`src/cache_consts.svh`:
```
`ifndef CACHE_CONSTS_SVH
`define CACHE_CONSTS_SVH

// Address split into tag, index and offset
`define CACHE_TAG_W     21
`define CACHE_INDEX_W   6
`define CACHE_OFFSET_W  5

// Two ways of 64 sets, 32-byte lines
`define CACHE_SETS      64
`define CACHE_LINE_W    256
`define CACHE_WORD_W    64

// Memory line bus fields
`define MEM_ADDR_W      32
`define MEM_TYPE_W      6
`define MEM_STRB_W      16

// Type code of a whole-line transfer
`define MEM_TYPE_LINE   31

`endif

```
`src/cache_pkg.sv`:
```
`include "cache_consts.svh"

package cache_pkg;

    typedef enum logic [3:0] {
        IDLE    = 4'd0,
        LOOKUP  = 4'd1,
        MISS    = 4'd2,
        REPLACE = 4'd3,
        REFILL  = 4'd4,
        WRITE   = 4'd5
    } cache_state_e;

    // One entry per way and set
    typedef struct packed {
        logic                    dirty;
        logic                    valid;
        logic [`CACHE_TAG_W-1:0] tag;
    } tag_entry_t;

    typedef struct packed {
        logic [`CACHE_TAG_W-1:0]    tag;
        logic [`CACHE_INDEX_W-1:0]  index;
        logic [`CACHE_OFFSET_W-1:0] offset;
    } cache_addr_fields_t;

    // Same address word, raw or split into fields
    typedef union packed {
        logic [`MEM_ADDR_W-1:0] raw;
        cache_addr_fields_t     f;
    } cache_addr_u;

endpackage

```
`src/cache_if.sv`:
```
`timescale 1ns/1ps
`include "cache_consts.svh"

interface tag_port_if;
    logic [`CACHE_INDEX_W-1:0] index;
    logic [`CACHE_TAG_W-1:0]   wr_tag;
    logic                      en;
    logic                      write;
    logic                      set_valid;
    logic                      set_dirty;
    logic                      wr_way0;
    logic                      wr_way1;
    cache_pkg::tag_entry_t     entry0;
    cache_pkg::tag_entry_t     entry1;
    logic                      hit0;
    logic                      hit1;

    modport ctrl (
        output index, wr_tag, en, write, set_valid, set_dirty, wr_way0, wr_way1,
        input  entry0, entry1, hit0, hit1
    );
    modport store (
        input  index, wr_tag, en, write, set_valid, set_dirty, wr_way0, wr_way1,
        output entry0, entry1, hit0, hit1
    );
endinterface


```
`src/tag_store.sv`:
```
`timescale 1ns/1ps
`include "cache_consts.svh"

module tag_store (
    input  logic      clk,
    input  logic      rst_n,
    tag_port_if.store tag
);

    cache_pkg::tag_entry_t ways [2][`CACHE_SETS];
    cache_pkg::tag_entry_t entry0_q;
    cache_pkg::tag_entry_t entry1_q;
    logic [1:0]            way_sel;

    assign way_sel = {tag.wr_way1, tag.wr_way0};

    ////////////////////////////////////////////////////////////////////////////
    // Entry array with a one-cycle read
    ////////////////////////////////////////////////////////////////////////////
    always_ff @(posedge clk or negedge rst_n) begin
        if (!rst_n) begin
            for (int w = 0; w < 2; w++) begin
                for (int s = 0; s < `CACHE_SETS; s++) begin
                    ways[w][s] <= '0;
                end
            end
            entry0_q <= '0;
            entry1_q <= '0;
        end else if (tag.en) begin
            entry0_q <= ways[0][tag.index];
            entry1_q <= ways[1][tag.index];
            for (int w = 0; w < 2; w++) begin
                if (way_sel[w]) begin
                    // Full write on refill, dirty-only update on a write hit
                    if (tag.write) begin
                        ways[w][tag.index] <= {tag.set_dirty, tag.set_valid, tag.wr_tag};
                    end else if (tag.set_dirty) begin
                        ways[w][tag.index].dirty <= 1'b1;
                    end
                end
            end
        end
    end

    assign tag.entry0 = entry0_q;
    assign tag.entry1 = entry1_q;

    // Compare against the tag of the request under lookup
    assign tag.hit0 = entry0_q.valid && (entry0_q.tag == tag.wr_tag);
    assign tag.hit1 = entry1_q.valid && (entry1_q.tag == tag.wr_tag);

endmodule

```
`src/flat_wrapper.sv`:
```
// flat-port wrapper written by rule: the top's interface ports become plain ports
module tag_store_flat 
  (clk, rst_n, tag_index, tag_wr_tag, tag_en, tag_write, tag_set_valid, tag_set_dirty, tag_wr_way0, tag_wr_way1, tag_entry0, tag_entry1, tag_hit0, tag_hit1);
  tag_port_if tag_i ();
  input  logic clk;
  input  logic rst_n;
  input wire logic [$bits(tag_i.index)-1:0] tag_index;
  input wire logic [$bits(tag_i.wr_tag)-1:0] tag_wr_tag;
  input wire logic [$bits(tag_i.en)-1:0] tag_en;
  input wire logic [$bits(tag_i.write)-1:0] tag_write;
  input wire logic [$bits(tag_i.set_valid)-1:0] tag_set_valid;
  input wire logic [$bits(tag_i.set_dirty)-1:0] tag_set_dirty;
  input wire logic [$bits(tag_i.wr_way0)-1:0] tag_wr_way0;
  input wire logic [$bits(tag_i.wr_way1)-1:0] tag_wr_way1;
  output wire logic [$bits(tag_i.entry0)-1:0] tag_entry0;
  output wire logic [$bits(tag_i.entry1)-1:0] tag_entry1;
  output wire logic [$bits(tag_i.hit0)-1:0] tag_hit0;
  output wire logic [$bits(tag_i.hit1)-1:0] tag_hit1;
  assign tag_i.index = tag_index;
  assign tag_i.wr_tag = tag_wr_tag;
  assign tag_i.en = tag_en;
  assign tag_i.write = tag_write;
  assign tag_i.set_valid = tag_set_valid;
  assign tag_i.set_dirty = tag_set_dirty;
  assign tag_i.wr_way0 = tag_wr_way0;
  assign tag_i.wr_way1 = tag_wr_way1;
  assign tag_entry0 = tag_i.entry0;
  assign tag_entry1 = tag_i.entry1;
  assign tag_hit0 = tag_i.hit0;
  assign tag_hit1 = tag_i.hit1;
  tag_store u_core (.clk(clk), .rst_n(rst_n), .tag(tag_i));
endmodule
```
`config.mk`:
```
export PLATFORM = sky130hd
export DESIGN_NAME = tag_store_flat
export DESIGN_NICKNAME = d
export VERILOG_FILES = /design/src/cache_pkg.sv /design/src/cache_if.sv /design/src/tag_store.sv /design/src/flat_wrapper.sv
export VERILOG_INCLUDE_DIRS = /design/src
export SDC_FILE = /design/constraint.sdc
export NUM_CORES = 2
export LEC_CHECK = 0
export BUFFER_PORTS_ARGS = -buffer_cell sky130_fd_sc_hd__buf_2
export CAP_MARGIN = 20
export CORE_MARGIN = 5
export CORE_UTILIZATION = 30
export CTS_CLUSTER_DIAMETER = 40
export DETAILED_ROUTE_END_ITERATION = 8
export SLEW_MARGIN = 20
export SYNTH_ARGS = -nofsm -noshare
export SYNTH_HDL_FRONTEND = slang
export SYNTH_SLANG_ARGS = --single-unit
```
`constraint.sdc`:
```
create_clock -name clk -period 1.94 [get_ports clk]
set_clock_uncertainty 0.1 [all_clocks]
set_input_delay 0.097 -clock clk [delete_from_list [all_inputs] [get_ports clk]]
set_output_delay 0.097 -clock clk [all_outputs]
set_load 0.01 [all_outputs]
```
==> key figures <==
Power
  • Gate power share: 10.0%
  • Sequential Power Share: 41.2%
  • Net switching power: 42.46 mW
  • Worst vdd ir: 0.8163 mV
  • Internal: 121.2 mW
  • Power Density: 942.7 mW/mm^2
  • Pleak: 81.59 nW
  • Sw Share: 25.94%
  • Clock share of power: 48.8%

Critical path
  • CP arrival: 2510 ps
  • Worst Path Buf+Inv: 2
  • Worst EP required: 1740 ps
  • Crit path depth: 6
  • R2r endpoint: u_core.tag.entry1[20]
  • Reg-to-reg startpoint: u_core.ways[480]
  • Worst setup path startpoint: u_core.tag.entry1[18]
  • FF-to-FF setup slack: -420 ps
  • Setup crit end: tag_hit1
  • CP max stage cell: dfrtp_1
  • Setup CP Type: flop to output port
  • Crit-path cells: xor2_1 > nor4_1 > nand4_1 > nor2_1 > buf_4 > buf_6
  • Worst R2R Path Depth: 5
  • CP endpoint kind: output port
  • Top delay family on crit path: simple AND/OR/NAND/NOR gates
  • Max FO, Critical Path: 2
  • CP max stage delay: 390 ps
  • Worst setup SP type: flop

STA
  • Post-layout minimum cycle time: 2710 ps
  • RSZ-0062 raised after global routing: true
  • Worst slew pin tran: 1156 ps
  • Fmax: 369.0 MHz
  • Rel. slew slack: 22.70%
  • Setup Viol. Count Final: 36
  • Setup TNS: -4931 ps
  • Crit share post-route: 139.7%
  • Hold Worst Slack: 36.99 ps
  • Endpoints failing hold: 0
  • Final setup margin: -769.7 ps
  • Slew Limit Fails: 0

Logic synthesis
  • Number of synthesized register bits: 2990
  • Synth top cells by count: mux2_2, dfrtp_1, clkbuf_1
  • Count leader, synth: mux2_2
  • Synthesized area: 0.1370 sq mm
  • Number of enable flip-flop cells after synthesis: 0
  • Yosys cell types: 76
  • Dominant cell type by area after synthesis: dfrtp_1
  • Mapped Avg Cell Area: 13.66 sq um
  • Share of the synthesized area in the top cell type: 54.61%
  • Post-Syn Nets: 10070
  • Sequential area share after synthesis: 54.61%
  • Ranking of synthesized cells by area: dfrtp_1, mux2_2, mux2i_1, mux4_2, a221oi_1
  • Asr flop ratio synth: 100.0%
  • Ys Warns: 0
  • Post-Synthesis Cells: 10030
  • Primary FF master, synth: dfrtp_1

Routing
  • DRT Pass-1 Iters: 6
  • Vias: 97010
  • Iteration-0 DRC Markers: 10570
  • DR vias/cell: 5.596
  • Final wirelength: 536.9 mm
  • Wirelength per Cell: 30.97 um
  • Antenna viol nets, final: 0
  • # DRC: 0

Place
  • IO Port Bufs: 82
  • Detail Placement HPWL: 355.3 mm
  • Routability cong.: 0.9413
  • # placed instances: 16500
  • Placed Area: 0.1565 sq mm

Floorplan
  • Initial Utilization: 30.06%
  • Die ar.: 0.4704 sq mm
  • Die width: 685.8 um
  • CORE AREA: 0.4558 sq mm
  • Std-Cell Rows: 248
  • Die extent in y: 685.8 um
  • I/O pin cnt: 83

Clock tree
  • Worst-skew pair later-pin latency: 970 ps
  • # H-tree levels: 5
  • Root buffer cell: clkbuf_16
  • CTS Buffer Depth: 4
  • CTS tree: done
  • Total CTS buffers: 407
  • CTS Sinks: 2990
  • CTS clk-pin slew, worst paths: 60 ps

GRT
  • Largest net degree at the start of global routing: 105
  • Initial antenna violation count: 39
  • Number of global-route vias before repair: 97180
  • Gr usage total: 22.19%
  • First-pass GRT wire length: 763.0 mm
  • Total gr overflow: 0

Final layout
  • Total Nets Final: 11000
  • Non-filler cells, final: 17340
  • Finished Cell Area: 0.1736 sq mm
  • Synth-to-Final Area Change: 26.71%
  • Final Util: 38.09%
  • Share of cells above drive strength 1: 51.96%

Status
  • Status: finished, violations left
  • Failing checks: setup timing

Hold path
  • Worst Hold Class: input port to flop

Run
  • Maxcap violations: 0
final cells by class:
type                            instances  area [sq um]
Antenna cell                           23         57.56
Tap cell                             6000          7507
Clock inverter                        280          3615
Clock buffer                          474         10940
Multi-Input combinational cell       5978         59180
Sequential cell                      2990         74840
Fill cell                           42790        282200
Timing Repair Buffer                 1585         17430
Inverter                                6         40.04
how the worst min path moves through the flow:
stage / from / slack, ps / depth (start not counted) / to
final: tag_wr_tag[1] / 40 / 3 / u_core.ways[1956]
after global routing: tag_wr_tag[1] / 30 / 3 / u_core.ways[1956]
after CTS: tag_index[1] / 2 / 6 / u_core.ways[2345]
after detailed placement: rst_n / 70 / 2 / u_core.ways[1543]
after global placement: rst_n / 80 / 2 / u_core.ways[1543]
after floorplan: rst_n / -300 / 0 / u_core.tag.entry0[0]
placed cells by master (no fill, tap or decap), drive strengths merged, types with 62 or more instances in the layout:
cell type     n
mux2       3043
dfrtp      2990
buf        1537
clkbuf      479
mux2i       438
nor2        304
a21oi       302
a221oi      277
a22oi       273
nand2       217
o21ai       204
mux4        164
o22ai       128
clkinv      115
a31oi       104
clkinvlp     62
metrics by stage:
| stage | power [mW] | setup slack (ps) |
|---|---|---|
| 6_report | 163.7 | -769.7 |
| 5_1_grt | 168.1 | -785.0 |
| 3_3_place_gp | 83.61 | -1366 |
| 3_5_place_dp | 83.87 | -1350 |
| 4_1_cts | 164.0 | -776.4 |
| 2_1_floorplan | 75.19 | -26.99 |
power groups by stage:
stage	registers, mW	logic (mW)	clock network (mW)
3_3_place_gp	68.2	15.4	0
3_5_place_dp	68.4	15.5	0
5_1_grt	67.6	17.1	83.4
2_1_floorplan	67.8	7.36	0
4_1_cts	67.3	16.0	80.8
6_report	67.4	16.4	79.9
layer usage:
layer  track usage [%]  share of wire, %
met2             33.12                44
met3             5.605               8.8
met5                 0             0.021
met4             12.33               6.4
met1             29.38                41
worst min-delay path, cell delays in order:
cell	delay [ps]
buf_4	210
buf_4	350
mux2_2	350
what timing repair did:
item,4_1_cts,5_1_grt
setup buffers,8,8
gates resized for setup,248,148
pin swaps,92,71
endpoints found under the setup margin,58,1041
cloned,0,1
endpoints found under the hold margin,4819,2
hold buffers,48,1
cell families (layout without fill, tap and decap cells):
logic type             count (synthesis)  in the layout  synth area share [%]
multiplexers                        3645           3645                 30.91
flip-flops                          2990           2990                 54.61
AO/OA/AOI/OAI                       1601           1601                 8.212
buffers and inverters               1062           2345                 3.791
AND/OR/NAND/NOR                      690            690                 2.214
XOR/XNOR                              42             42                0.2685
other                                  0             23                     0
flip-flops by register name, indices dropped and copies added, names as in the netlist:
name / cells
u_core.ways: 2944
u_core.tag.entry1: 23
u_core.tag.entry0: 23
Note: power is estimated with default switching activity, not from simulation.
