`config.mk`:
```
export PLATFORM = sky130hd
export DESIGN_NAME = cache_ctrl_flat
export DESIGN_NICKNAME = d
export VERILOG_FILES = /design/src/cache_pkg.sv /design/src/cache_if.sv /design/src/line_merge.sv /design/src/cache_ctrl.sv /design/src/flat_wrapper.sv
export VERILOG_INCLUDE_DIRS = /design/src
export SDC_FILE = /design/constraint.sdc
export NUM_CORES = 2
export LEC_CHECK = 0
export BUFFER_PORTS_ARGS = -buffer_cell sky130_fd_sc_hd__buf_2
export CORE_AREA = 3 3 656 658
export DETAILED_ROUTE_END_ITERATION = 6
export DIE_AREA = 0 0 659 661
export PLACE_DENSITY = 0.34
export SYNTH_ARGS = -nofsm -noshare
export SYNTH_HDL_FRONTEND = slang
export SYNTH_SLANG_ARGS = --single-unit
```
`constraint.sdc`:
```
create_clock -name clk -period 17.05 [get_ports clk]
set_input_delay 1.705 -clock clk [delete_from_list [all_inputs] [get_ports clk]]
set_output_delay 1.705 -clock clk [all_outputs]
set_load 0.01 [all_outputs]
```
`src/cache_consts.svh`:
```
`ifndef CACHE_CONSTS_SVH
`define CACHE_CONSTS_SVH

// Address split into tag, index and offset
`define CACHE_TAG_W     21
`define CACHE_INDEX_W   6
`define CACHE_OFFSET_W  5

// Two ways of 64 sets, 32-byte lines
`define CACHE_SETS      64
`define CACHE_LINE_W    256
`define CACHE_WORD_W    64

// Memory line bus fields
`define MEM_ADDR_W      32
`define MEM_TYPE_W      6
`define MEM_STRB_W      16

// Type code of a whole-line transfer
`define MEM_TYPE_LINE   31

`endif

```
`src/cache_pkg.sv`:
```
`include "cache_consts.svh"

package cache_pkg;

    typedef enum logic [3:0] {
        IDLE    = 4'd0,
        LOOKUP  = 4'd1,
        MISS    = 4'd2,
        REPLACE = 4'd3,
        REFILL  = 4'd4,
        WRITE   = 4'd5
    } cache_state_e;

    // One entry per way and set
    typedef struct packed {
        logic                    dirty;
        logic                    valid;
        logic [`CACHE_TAG_W-1:0] tag;
    } tag_entry_t;

    typedef struct packed {
        logic [`CACHE_TAG_W-1:0]    tag;
        logic [`CACHE_INDEX_W-1:0]  index;
        logic [`CACHE_OFFSET_W-1:0] offset;
    } cache_addr_fields_t;

    // Same address word, raw or split into fields
    typedef union packed {
        logic [`MEM_ADDR_W-1:0] raw;
        cache_addr_fields_t     f;
    } cache_addr_u;

endpackage

```
`src/cache_if.sv`:
```
`timescale 1ns/1ps
`include "cache_consts.svh"

interface tag_port_if;
    logic [`CACHE_INDEX_W-1:0] index;
    logic [`CACHE_TAG_W-1:0]   wr_tag;
    logic                      en;
    logic                      write;
    logic                      set_valid;
    logic                      set_dirty;
    logic                      wr_way0;
    logic                      wr_way1;
    cache_pkg::tag_entry_t     entry0;
    cache_pkg::tag_entry_t     entry1;
    logic                      hit0;
    logic                      hit1;

    modport ctrl (
        output index, wr_tag, en, write, set_valid, set_dirty, wr_way0, wr_way1,
        input  entry0, entry1, hit0, hit1
    );
    modport store (
        input  index, wr_tag, en, write, set_valid, set_dirty, wr_way0, wr_way1,
        output entry0, entry1, hit0, hit1
    );
endinterface

interface data_port_if;
    logic [`CACHE_INDEX_W-1:0]  index;
    logic                       en;
    logic                       we;
    logic                       way;
    logic [`CACHE_LINE_W-1:0]   wdata;
    logic [`CACHE_LINE_W/8-1:0] byte_mask;
    logic [`CACHE_LINE_W-1:0]   line0;
    logic [`CACHE_LINE_W-1:0]   line1;

    modport ctrl (output index, en, we, way, wdata, byte_mask, input line0, line1);
    modport store (input index, en, we, way, wdata, byte_mask, output line0, line1);
endinterface

```
`src/line_merge.sv`:
```
`timescale 1ns/1ps
`include "cache_consts.svh"

module line_merge (
    input  logic [`CACHE_OFFSET_W-1:0] offset,
    input  logic [1:0]                 len,
    input  logic [`CACHE_LINE_W-1:0]   line,
    input  logic [`CACHE_WORD_W-1:0]   wdata,
    output logic [`CACHE_WORD_W-1:0]   rword,
    output logic [`CACHE_LINE_W-1:0]   merged,
    output logic [`CACHE_LINE_W/8-1:0] byte_mask
);

    localparam int LINE_BYTES = `CACHE_LINE_W / 8;
    localparam int WORD_BYTES = `CACHE_WORD_W / 8;

    logic [`CACHE_OFFSET_W+2:0] bit_shift;
    logic [`CACHE_LINE_W-1:0]   line_shifted;
    logic [`CACHE_LINE_W-1:0]   wdata_placed;
    logic [WORD_BYTES-1:0]      len_mask;

    assign bit_shift = {offset, 3'b000};

    // Bytes past the line end shift in as zero
    assign line_shifted = line >> bit_shift;
    assign rword        = line_shifted[`CACHE_WORD_W-1:0];

    // 1, 2, 4 or 8 bytes
    always_comb begin
        case (len)
            2'd0:    len_mask = 8'h01;
            2'd1:    len_mask = 8'h03;
            2'd2:    len_mask = 8'h0f;
            default: len_mask = 8'hff;
        endcase
    end

    // Mask bits shifted beyond byte 31 drop off
    assign byte_mask = {{(LINE_BYTES-WORD_BYTES){1'b0}}, len_mask} << offset;

    assign wdata_placed = {{(`CACHE_LINE_W-`CACHE_WORD_W){1'b0}}, wdata} << bit_shift;

    always_comb begin
        for (int b = 0; b < LINE_BYTES; b++) begin
            merged[b*8 +: 8] = byte_mask[b] ? wdata_placed[b*8 +: 8] : line[b*8 +: 8];
        end
    end

endmodule

```
`src/cache_ctrl.sv`:
```
`timescale 1ns/1ps
`include "cache_consts.svh"

module cache_ctrl (
    input  logic                     clk,
    input  logic                     rst_n,
    input  logic [`MEM_ADDR_W-1:0]   addr,
    input  logic [`CACHE_WORD_W-1:0] data_in,
    input  logic [1:0]               len,
    input  logic                     write,
    input  logic                     valid_in,
    output logic                     addr_ok,
    output logic                     data_ok,
    output logic [`CACHE_WORD_W-1:0] data_out,
    output logic                     r_req,
    output logic [`MEM_TYPE_W-1:0]   r_type,
    output logic [`MEM_ADDR_W-1:0]   r_addr,
    input  logic                     r_rdy,
    input  logic [`CACHE_LINE_W-1:0] re_data,
    input  logic                     re_valid,
    output logic                     w_req,
    output logic [`MEM_TYPE_W-1:0]   w_type,
    output logic [`MEM_ADDR_W-1:0]   w_addr,
    output logic [`CACHE_LINE_W-1:0] w_data,
    output logic [`MEM_STRB_W-1:0]   w_strb,
    input  logic                     w_rdy,
    tag_port_if.ctrl                 tag,
    data_port_if.ctrl                data
);

    cache_pkg::cache_state_e    state_q;
    cache_pkg::cache_state_e    state_d;
    cache_pkg::cache_addr_u     in_addr;
    cache_pkg::cache_addr_u     req_q;
    cache_pkg::cache_addr_u     victim_addr;
    cache_pkg::cache_addr_u     fetch_addr;
    logic [`CACHE_WORD_W-1:0]   data_q;
    logic [1:0]                 len_q;
    logic                       write_q;
    logic                       repl_q;
    logic                       hit_way_q;
    cache_pkg::tag_entry_t      entry0_q;
    cache_pkg::tag_entry_t      entry1_q;
    cache_pkg::tag_entry_t      victim_entry;
    logic [`CACHE_LINE_W-1:0]   line0_q;
    logic [`CACHE_LINE_W-1:0]   line1_q;
    logic [`CACHE_LINE_W-1:0]   victim_line;
    logic [`CACHE_LINE_W-1:0]   merge_src;
    logic [`CACHE_LINE_W-1:0]   merged;
    logic [`CACHE_LINE_W/8-1:0] merge_mask;
    logic                       hit;
    logic                       accept;
    logic                       refill_fire;
    logic                       in_write;

    assign in_addr.raw = addr;
    assign hit         = tag.hit0 | tag.hit1;
    assign in_write    = (state_q == cache_pkg::WRITE);
    assign refill_fire = (state_q == cache_pkg::REFILL) && re_valid;

    // A read hit frees the pipeline for the next request
    assign addr_ok = (state_q == cache_pkg::IDLE) ||
                     ((state_q == cache_pkg::LOOKUP) && hit && !write_q);
    assign accept  = valid_in && addr_ok;
    assign data_ok = !write_q && (((state_q == cache_pkg::LOOKUP) && hit) || refill_fire);

    ////////////////////////////////////////////////////////////////////////////
    // State and replacement bit
    ////////////////////////////////////////////////////////////////////////////
    always_ff @(posedge clk or negedge rst_n) begin
        if (!rst_n) begin
            state_q <= cache_pkg::IDLE;
            repl_q  <= 1'b0;
        end else begin
            state_q <= state_d;
            if (state_q == cache_pkg::LOOKUP) begin
                repl_q <= ~repl_q;
            end
        end
    end

    always_comb begin
        state_d = state_q;
        case (state_q)
            cache_pkg::IDLE:    state_d = valid_in ? cache_pkg::LOOKUP : cache_pkg::IDLE;
            cache_pkg::LOOKUP: begin
                if (!hit) begin
                    state_d = cache_pkg::MISS;
                end else if (write_q) begin
                    state_d = cache_pkg::WRITE;
                end else if (valid_in) begin
                    state_d = cache_pkg::LOOKUP;
                end else begin
                    state_d = cache_pkg::IDLE;
                end
            end
            // Clean victim skips the write-back
            cache_pkg::MISS: begin
                if (!victim_entry.dirty || w_rdy) begin
                    state_d = cache_pkg::REPLACE;
                end
            end
            cache_pkg::REPLACE: state_d = r_rdy ? cache_pkg::REFILL : cache_pkg::REPLACE;
            cache_pkg::REFILL:  state_d = re_valid ? cache_pkg::IDLE : cache_pkg::REFILL;
            default:            state_d = cache_pkg::IDLE;
        endcase
    end

    ////////////////////////////////////////////////////////////////////////////
    // Request register and lookup snapshot
    ////////////////////////////////////////////////////////////////////////////
    always_ff @(posedge clk) begin
        if (accept) begin
            req_q   <= in_addr;
            data_q  <= data_in;
            len_q   <= len;
            write_q <= write;
        end
        if (state_q == cache_pkg::LOOKUP) begin
            hit_way_q <= tag.hit1;
            entry0_q  <= tag.entry0;
            entry1_q  <= tag.entry1;
            line0_q   <= data.line0;
            line1_q   <= data.line1;
        end
    end

    assign victim_entry = repl_q ? entry1_q : entry0_q;
    assign victim_line  = repl_q ? line1_q : line0_q;

    always_comb begin
        victim_addr.f.tag    = victim_entry.tag;
        victim_addr.f.index  = req_q.f.index;
        victim_addr.f.offset = '0;
        fetch_addr.f.tag     = req_q.f.tag;
        fetch_addr.f.index   = req_q.f.index;
        fetch_addr.f.offset  = '0;
    end

    // Live line on a hit, latched line for a write, bus line on refill
    always_comb begin
        if (state_q == cache_pkg::LOOKUP) begin
            merge_src = tag.hit1 ? data.line1 : data.line0;
        end else if (in_write) begin
            merge_src = hit_way_q ? line1_q : line0_q;
        end else begin
            merge_src = re_data;
        end
    end

    line_merge merge_i (
        .offset    (req_q.f.offset),
        .len       (len_q),
        .line      (merge_src),
        .wdata     (data_q),
        .rword     (data_out),
        .merged    (merged),
        .byte_mask (merge_mask)
    );

    ////////////////////////////////////////////////////////////////////////////
    // Store ports
    ////////////////////////////////////////////////////////////////////////////
    assign tag.index     = accept ? in_addr.f.index : req_q.f.index;
    assign tag.wr_tag    = req_q.f.tag;
    assign tag.en        = accept || refill_fire || in_write;
    assign tag.write     = refill_fire;
    assign tag.set_valid = refill_fire;
    assign tag.set_dirty = (refill_fire && write_q) || in_write;
    assign tag.wr_way0   = in_write ? !hit_way_q : !repl_q;
    assign tag.wr_way1   = in_write ? hit_way_q : repl_q;

    assign data.index     = tag.index;
    assign data.en        = tag.en;
    assign data.we        = refill_fire || in_write;
    assign data.way       = in_write ? hit_way_q : repl_q;
    assign data.wdata     = write_q ? merged : re_data;
    assign data.byte_mask = in_write ? merge_mask : '1;

    // Write-back in MISS and line fetch in REPLACE
    assign w_req  = (state_q == cache_pkg::MISS) && victim_entry.dirty;
    assign w_type = `MEM_TYPE_W'(`MEM_TYPE_LINE);
    assign w_addr = victim_addr.raw;
    assign w_data = victim_line;
    assign w_strb = '1;
    assign r_req  = (state_q == cache_pkg::REPLACE);
    assign r_type = `MEM_TYPE_W'(`MEM_TYPE_LINE);
    assign r_addr = fetch_addr.raw;

endmodule

```
`src/flat_wrapper.sv`:
```
// flat-port wrapper written by rule: the top's interface ports become plain ports
module cache_ctrl_flat 
  (clk, rst_n, addr, data_in, len, write, valid_in, addr_ok, data_ok, data_out, r_req, r_type, r_addr, r_rdy, re_data, re_valid, w_req, w_type, w_addr, w_data, w_strb, w_rdy, tag_index, tag_wr_tag, tag_en, tag_write, tag_set_valid, tag_set_dirty, tag_wr_way0, tag_wr_way1, tag_entry0, tag_entry1, tag_hit0, tag_hit1, data_index, data_en, data_we, data_way, data_wdata, data_byte_mask, data_line0, data_line1);
  tag_port_if tag_i ();
  data_port_if data_i ();
  input  logic clk;
  input  logic rst_n;
  input  logic [`MEM_ADDR_W-1:0] addr;
  input  logic [`CACHE_WORD_W-1:0] data_in;
  input  logic [1:0] len;
  input  logic write;
  input  logic valid_in;
  output logic addr_ok;
  output logic data_ok;
  output logic [`CACHE_WORD_W-1:0] data_out;
  output logic r_req;
  output logic [`MEM_TYPE_W-1:0] r_type;
  output logic [`MEM_ADDR_W-1:0] r_addr;
  input  logic r_rdy;
  input  logic [`CACHE_LINE_W-1:0] re_data;
  input  logic re_valid;
  output logic w_req;
  output logic [`MEM_TYPE_W-1:0] w_type;
  output logic [`MEM_ADDR_W-1:0] w_addr;
  output logic [`CACHE_LINE_W-1:0] w_data;
  output logic [`MEM_STRB_W-1:0] w_strb;
  input  logic w_rdy;
  output wire logic [$bits(tag_i.index)-1:0] tag_index;
  output wire logic [$bits(tag_i.wr_tag)-1:0] tag_wr_tag;
  output wire logic [$bits(tag_i.en)-1:0] tag_en;
  output wire logic [$bits(tag_i.write)-1:0] tag_write;
  output wire logic [$bits(tag_i.set_valid)-1:0] tag_set_valid;
  output wire logic [$bits(tag_i.set_dirty)-1:0] tag_set_dirty;
  output wire logic [$bits(tag_i.wr_way0)-1:0] tag_wr_way0;
  output wire logic [$bits(tag_i.wr_way1)-1:0] tag_wr_way1;
  input wire logic [$bits(tag_i.entry0)-1:0] tag_entry0;
  input wire logic [$bits(tag_i.entry1)-1:0] tag_entry1;
  input wire logic [$bits(tag_i.hit0)-1:0] tag_hit0;
  input wire logic [$bits(tag_i.hit1)-1:0] tag_hit1;
  output wire logic [$bits(data_i.index)-1:0] data_index;
  output wire logic [$bits(data_i.en)-1:0] data_en;
  output wire logic [$bits(data_i.we)-1:0] data_we;
  output wire logic [$bits(data_i.way)-1:0] data_way;
  output wire logic [$bits(data_i.wdata)-1:0] data_wdata;
  output wire logic [$bits(data_i.byte_mask)-1:0] data_byte_mask;
  input wire logic [$bits(data_i.line0)-1:0] data_line0;
  input wire logic [$bits(data_i.line1)-1:0] data_line1;
  assign tag_index = tag_i.index;
  assign tag_wr_tag = tag_i.wr_tag;
  assign tag_en = tag_i.en;
  assign tag_write = tag_i.write;
  assign tag_set_valid = tag_i.set_valid;
  assign tag_set_dirty = tag_i.set_dirty;
  assign tag_wr_way0 = tag_i.wr_way0;
  assign tag_wr_way1 = tag_i.wr_way1;
  assign tag_i.entry0 = tag_entry0;
  assign tag_i.entry1 = tag_entry1;
  assign tag_i.hit0 = tag_hit0;
  assign tag_i.hit1 = tag_hit1;
  assign data_index = data_i.index;
  assign data_en = data_i.en;
  assign data_we = data_i.we;
  assign data_way = data_i.way;
  assign data_wdata = data_i.wdata;
  assign data_byte_mask = data_i.byte_mask;
  assign data_i.line0 = data_line0;
  assign data_i.line1 = data_line1;
  cache_ctrl u_core (.clk(clk), .rst_n(rst_n), .addr(addr), .data_in(data_in), .len(len), .write(write), .valid_in(valid_in), .addr_ok(addr_ok), .data_ok(data_ok), .data_out(data_out), .r_req(r_req), .r_type(r_type), .r_addr(r_addr), .r_rdy(r_rdy), .re_data(re_data), .re_valid(re_valid), .w_req(w_req), .w_type(w_type), .w_addr(w_addr), .w_data(w_data), .w_strb(w_strb), .w_rdy(w_rdy), .tag(tag_i), .data(data_i));
endmodule
```
==> results_dict.tcl <==
set metrics [dict create \
    tightest_slew_ns 1.64 \
    fmax_mhz 118 \
    synthesis.area_per_instance_um2 11.0 \
    maxSlewHeadroom_pct -9.48 \
    io_pins 1667 \
    postRouteAntennaNets 0 \
    skew_ns 0.0607 \
    yosysUniqueCellTypes 81 \
    hold_path.class "in -> async" \
    die_x_um 659 \
    yosys_most_used_dff "edfxtp_1" \
    dieArea_um2 436000 \
    cts_tree "yes" \
    top_layer_used "met5" \
    hold_viol_final 0 \
    synthToLayoutAreaGrowth_pct 37.2 \
    grt_pass1_wl_um 677000 \
    postCtsSetupRepairBufs 0 \
    slew_viol_final 3 \
    drive_gt1_share_pct 47.7 \
    numCtsBuffers 102 \
    cts_resized 0 \
    cp-start-kind "flop" \
    wl_per_cell_um 46.1 \
    status "complete, but fails checks" \
    dieHeight_um 661 \
    ys_warn_count 0 \
    synth_area_leaders "edfxtp_1, mux2_2, mux2i_1, a222oi_1, nand2_1" \
    core_um2 424000 \
    start_util_pct 12.3 \
    dr_wl_met3_um 57800 \
    grt_setup_unrepaired "false" \
    grt_start_max_net_pins 118 \
    violations "design-rule violations, max-slew violations" \
    power_mw 16.5 \
    finalSetupTns_ns 0 \
    netlist_instances 4729 \
    vias 54200 \
    crit_slowest_cell "buf_4" \
    yosys.area.top_type_share_pct 37.9 \
    first_pass_iters 7 \
    wl_met2_um 255000 \
    critPathMaxStageDelay_ns 0.74 \
    ys_seq_elements 660 \
    period_needed_ns 8.48 \
    crit_family "buffers and inverters" \
    async_flop_share_pct 0.606 \
    dp_hpwl_um 472000 \
    path_cells "or3b_4 -> clkinv_16 -> buf_4 -> buf_4 -> buf_4 -> a222oi_1 -> buf_4 -> mux2_2 -> o221ai_1 -> a221o_1 -> o31ai_1 -> a221oi_1 -> buf_2" \
    p_per_area_nw_per_um2 232 \
    clockBufferDepth 4 \
    fp-row-count 239 \
    grt_antenna_before_repair 334 \
    vias_per_cell 4.44 \
    cts.sink_count 660 \
    clkLatencyLatePin_ns 0.86 \
    rrSetupSlack_ns 12.67 \
    crit_buf_inv 6 \
    p_leak_nw 27.5 \
    path_class "reg -> out" \
    grt_pass1_vias 52400 \
    fin_crit_sh_pct 49.7 \
    synth_top_cell_by_area "edfxtp_1" \
    synth.cell_area_um2 52000 \
    h-tree-depth 3 \
    ir_drop_v 0.000106 \
    grt_util_all_layers_pct 24.6 \
    final_common_cell "buf_2" \
    seq_area_frac_synth_pct 38.1 \
    crit_fanout 62 \
    drc 4 \
    gp_congestion 0.937 \
    cts.clk_slew.worst_paths_ns 0.05 \
    finalSetupViolCount 0 \
    wl_met1_um 212000 \
    cts_hold_buf 0 \
    cts-root-buf "clkbuf_16" \
    gr-total-overflow 0 \
    synth_edf_count 656 \
    cp_common_cell "buf_4" \
    endpoint_kind "output pin" \
    cp.required_ns 15.34 \
    worstPathArrival_ns 6.78 \
    first_iter_violations 6634 \
    portBuffers 1626 \
    nets 7240 \
    maxCapViolCount 0 \
    layout_common_cells "buf_2, mux2_2, mux2i_1, edfxtp_1, nand2_1" \
    drt-total-wl_um 562000 \
]
## where the power goes
group,total (mW),switching [mW],internal (mW)
clock,2.24,0.904,1.34
combinational,11.4,8.19,3.21
sequential,2.91,0.340,2.57
## stage by stage
step           instance area (um2)  utilization [%]  instances  hold WS [ns]  setup slack [ns]
3_5_place_dp                 67600             15.9      11900         0.799              8.77
6_report                     71400             16.8      12200         0.642              8.57
5_1_grt                      71200             16.8      12100         0.582              8.28
4_1_cts                      71000             16.7      12100         0.515              8.42
2_1_floorplan                52100                -       4765         0.684              5.63
3_3_place_gp                 67600             15.9      11900         0.778              8.81
## flip-flops by register name, indices dropped and copies added, names as in the netlist
| name | count |
|---|---|
| u_core.data_q | 64 |
| u_core.entry0_q | 22 |
| u_core.entry1_q | 22 |
| u_core.hit_way_q | 1 |
| u_core.len_q | 2 |
| u_core.line0_q | 256 |
| u_core.line1_q | 256 |
| u_core.repl_q | 1 |
| u_core.req_q | 32 |
| u_core.state_q | 3 |
| u_core.write_q | 1 |
## layout make-up
class / instances / area (um2)
tap: 5663 / 7090
sequential: 660 / 19800
fill: 47700 / 353000
clock buffer: 116 / 2610
multi-input combinational: 3552 / 29800
antenna: 139 / 348
inverter: 48 / 221
clock inverter: 63 / 774
timing repair buffer: 1955 / 10700
## cells in the mapped netlist, drive strengths merged, types with 45 or more instances
library cell / n
nand2: 325
a21oi: 214
buf: 294
inv: 46
mux2i: 821
nor2: 240
edfxtp: 656
a222oi: 129
a22oi: 87
o21ai: 195
a221oi: 45
mux2: 830
o22ai: 110
clkbuf: 211
## worst paths after layout
| check | from | endpoint | depth (start not counted) |
|---|---|---|---|
| worst max-delay path | u_core.state_q[2] | data_out[0] | 13 |
| worst min-delay path | rst_n | u_core.state_q[1] | 1 |
| worst max register to register | u_core.state_q[2] | u_core.line1_q[53] | 5 |
| worst min register to register | u_core.state_q[1] | u_core.state_q[1] | 3 |
| max in group asynchronous | rst_n | u_core.state_q[2] | 1 |
| min in group clk | u_core.state_q[1] | u_core.state_q[1] | 3 |
## metal layers
metal	track usage [%]	vias up
met5	0	-
met4	13.2	102
met3	9.83	881
met2	39.8	3364
met1	27.7	27800
li1	-	22000
## cells by family (layout without fill, tap and decap cells)
logic type	after synthesis	in the layout	share of synthesized area (%)
and+or+nand+nor	686	686	5.49
buffers and inverters	553	2182	5.41
muxes	1688	1688	35.4
AOI/OAI and AO/OA	1138	1138	15.6
adders and majority gates	1	1	0.0192
DFF	660	660	38.1
xor gates and xnor gates	1	1	0.0168
other	2	177	0.0144
Note: power is estimated with default switching activity, not from simulation.
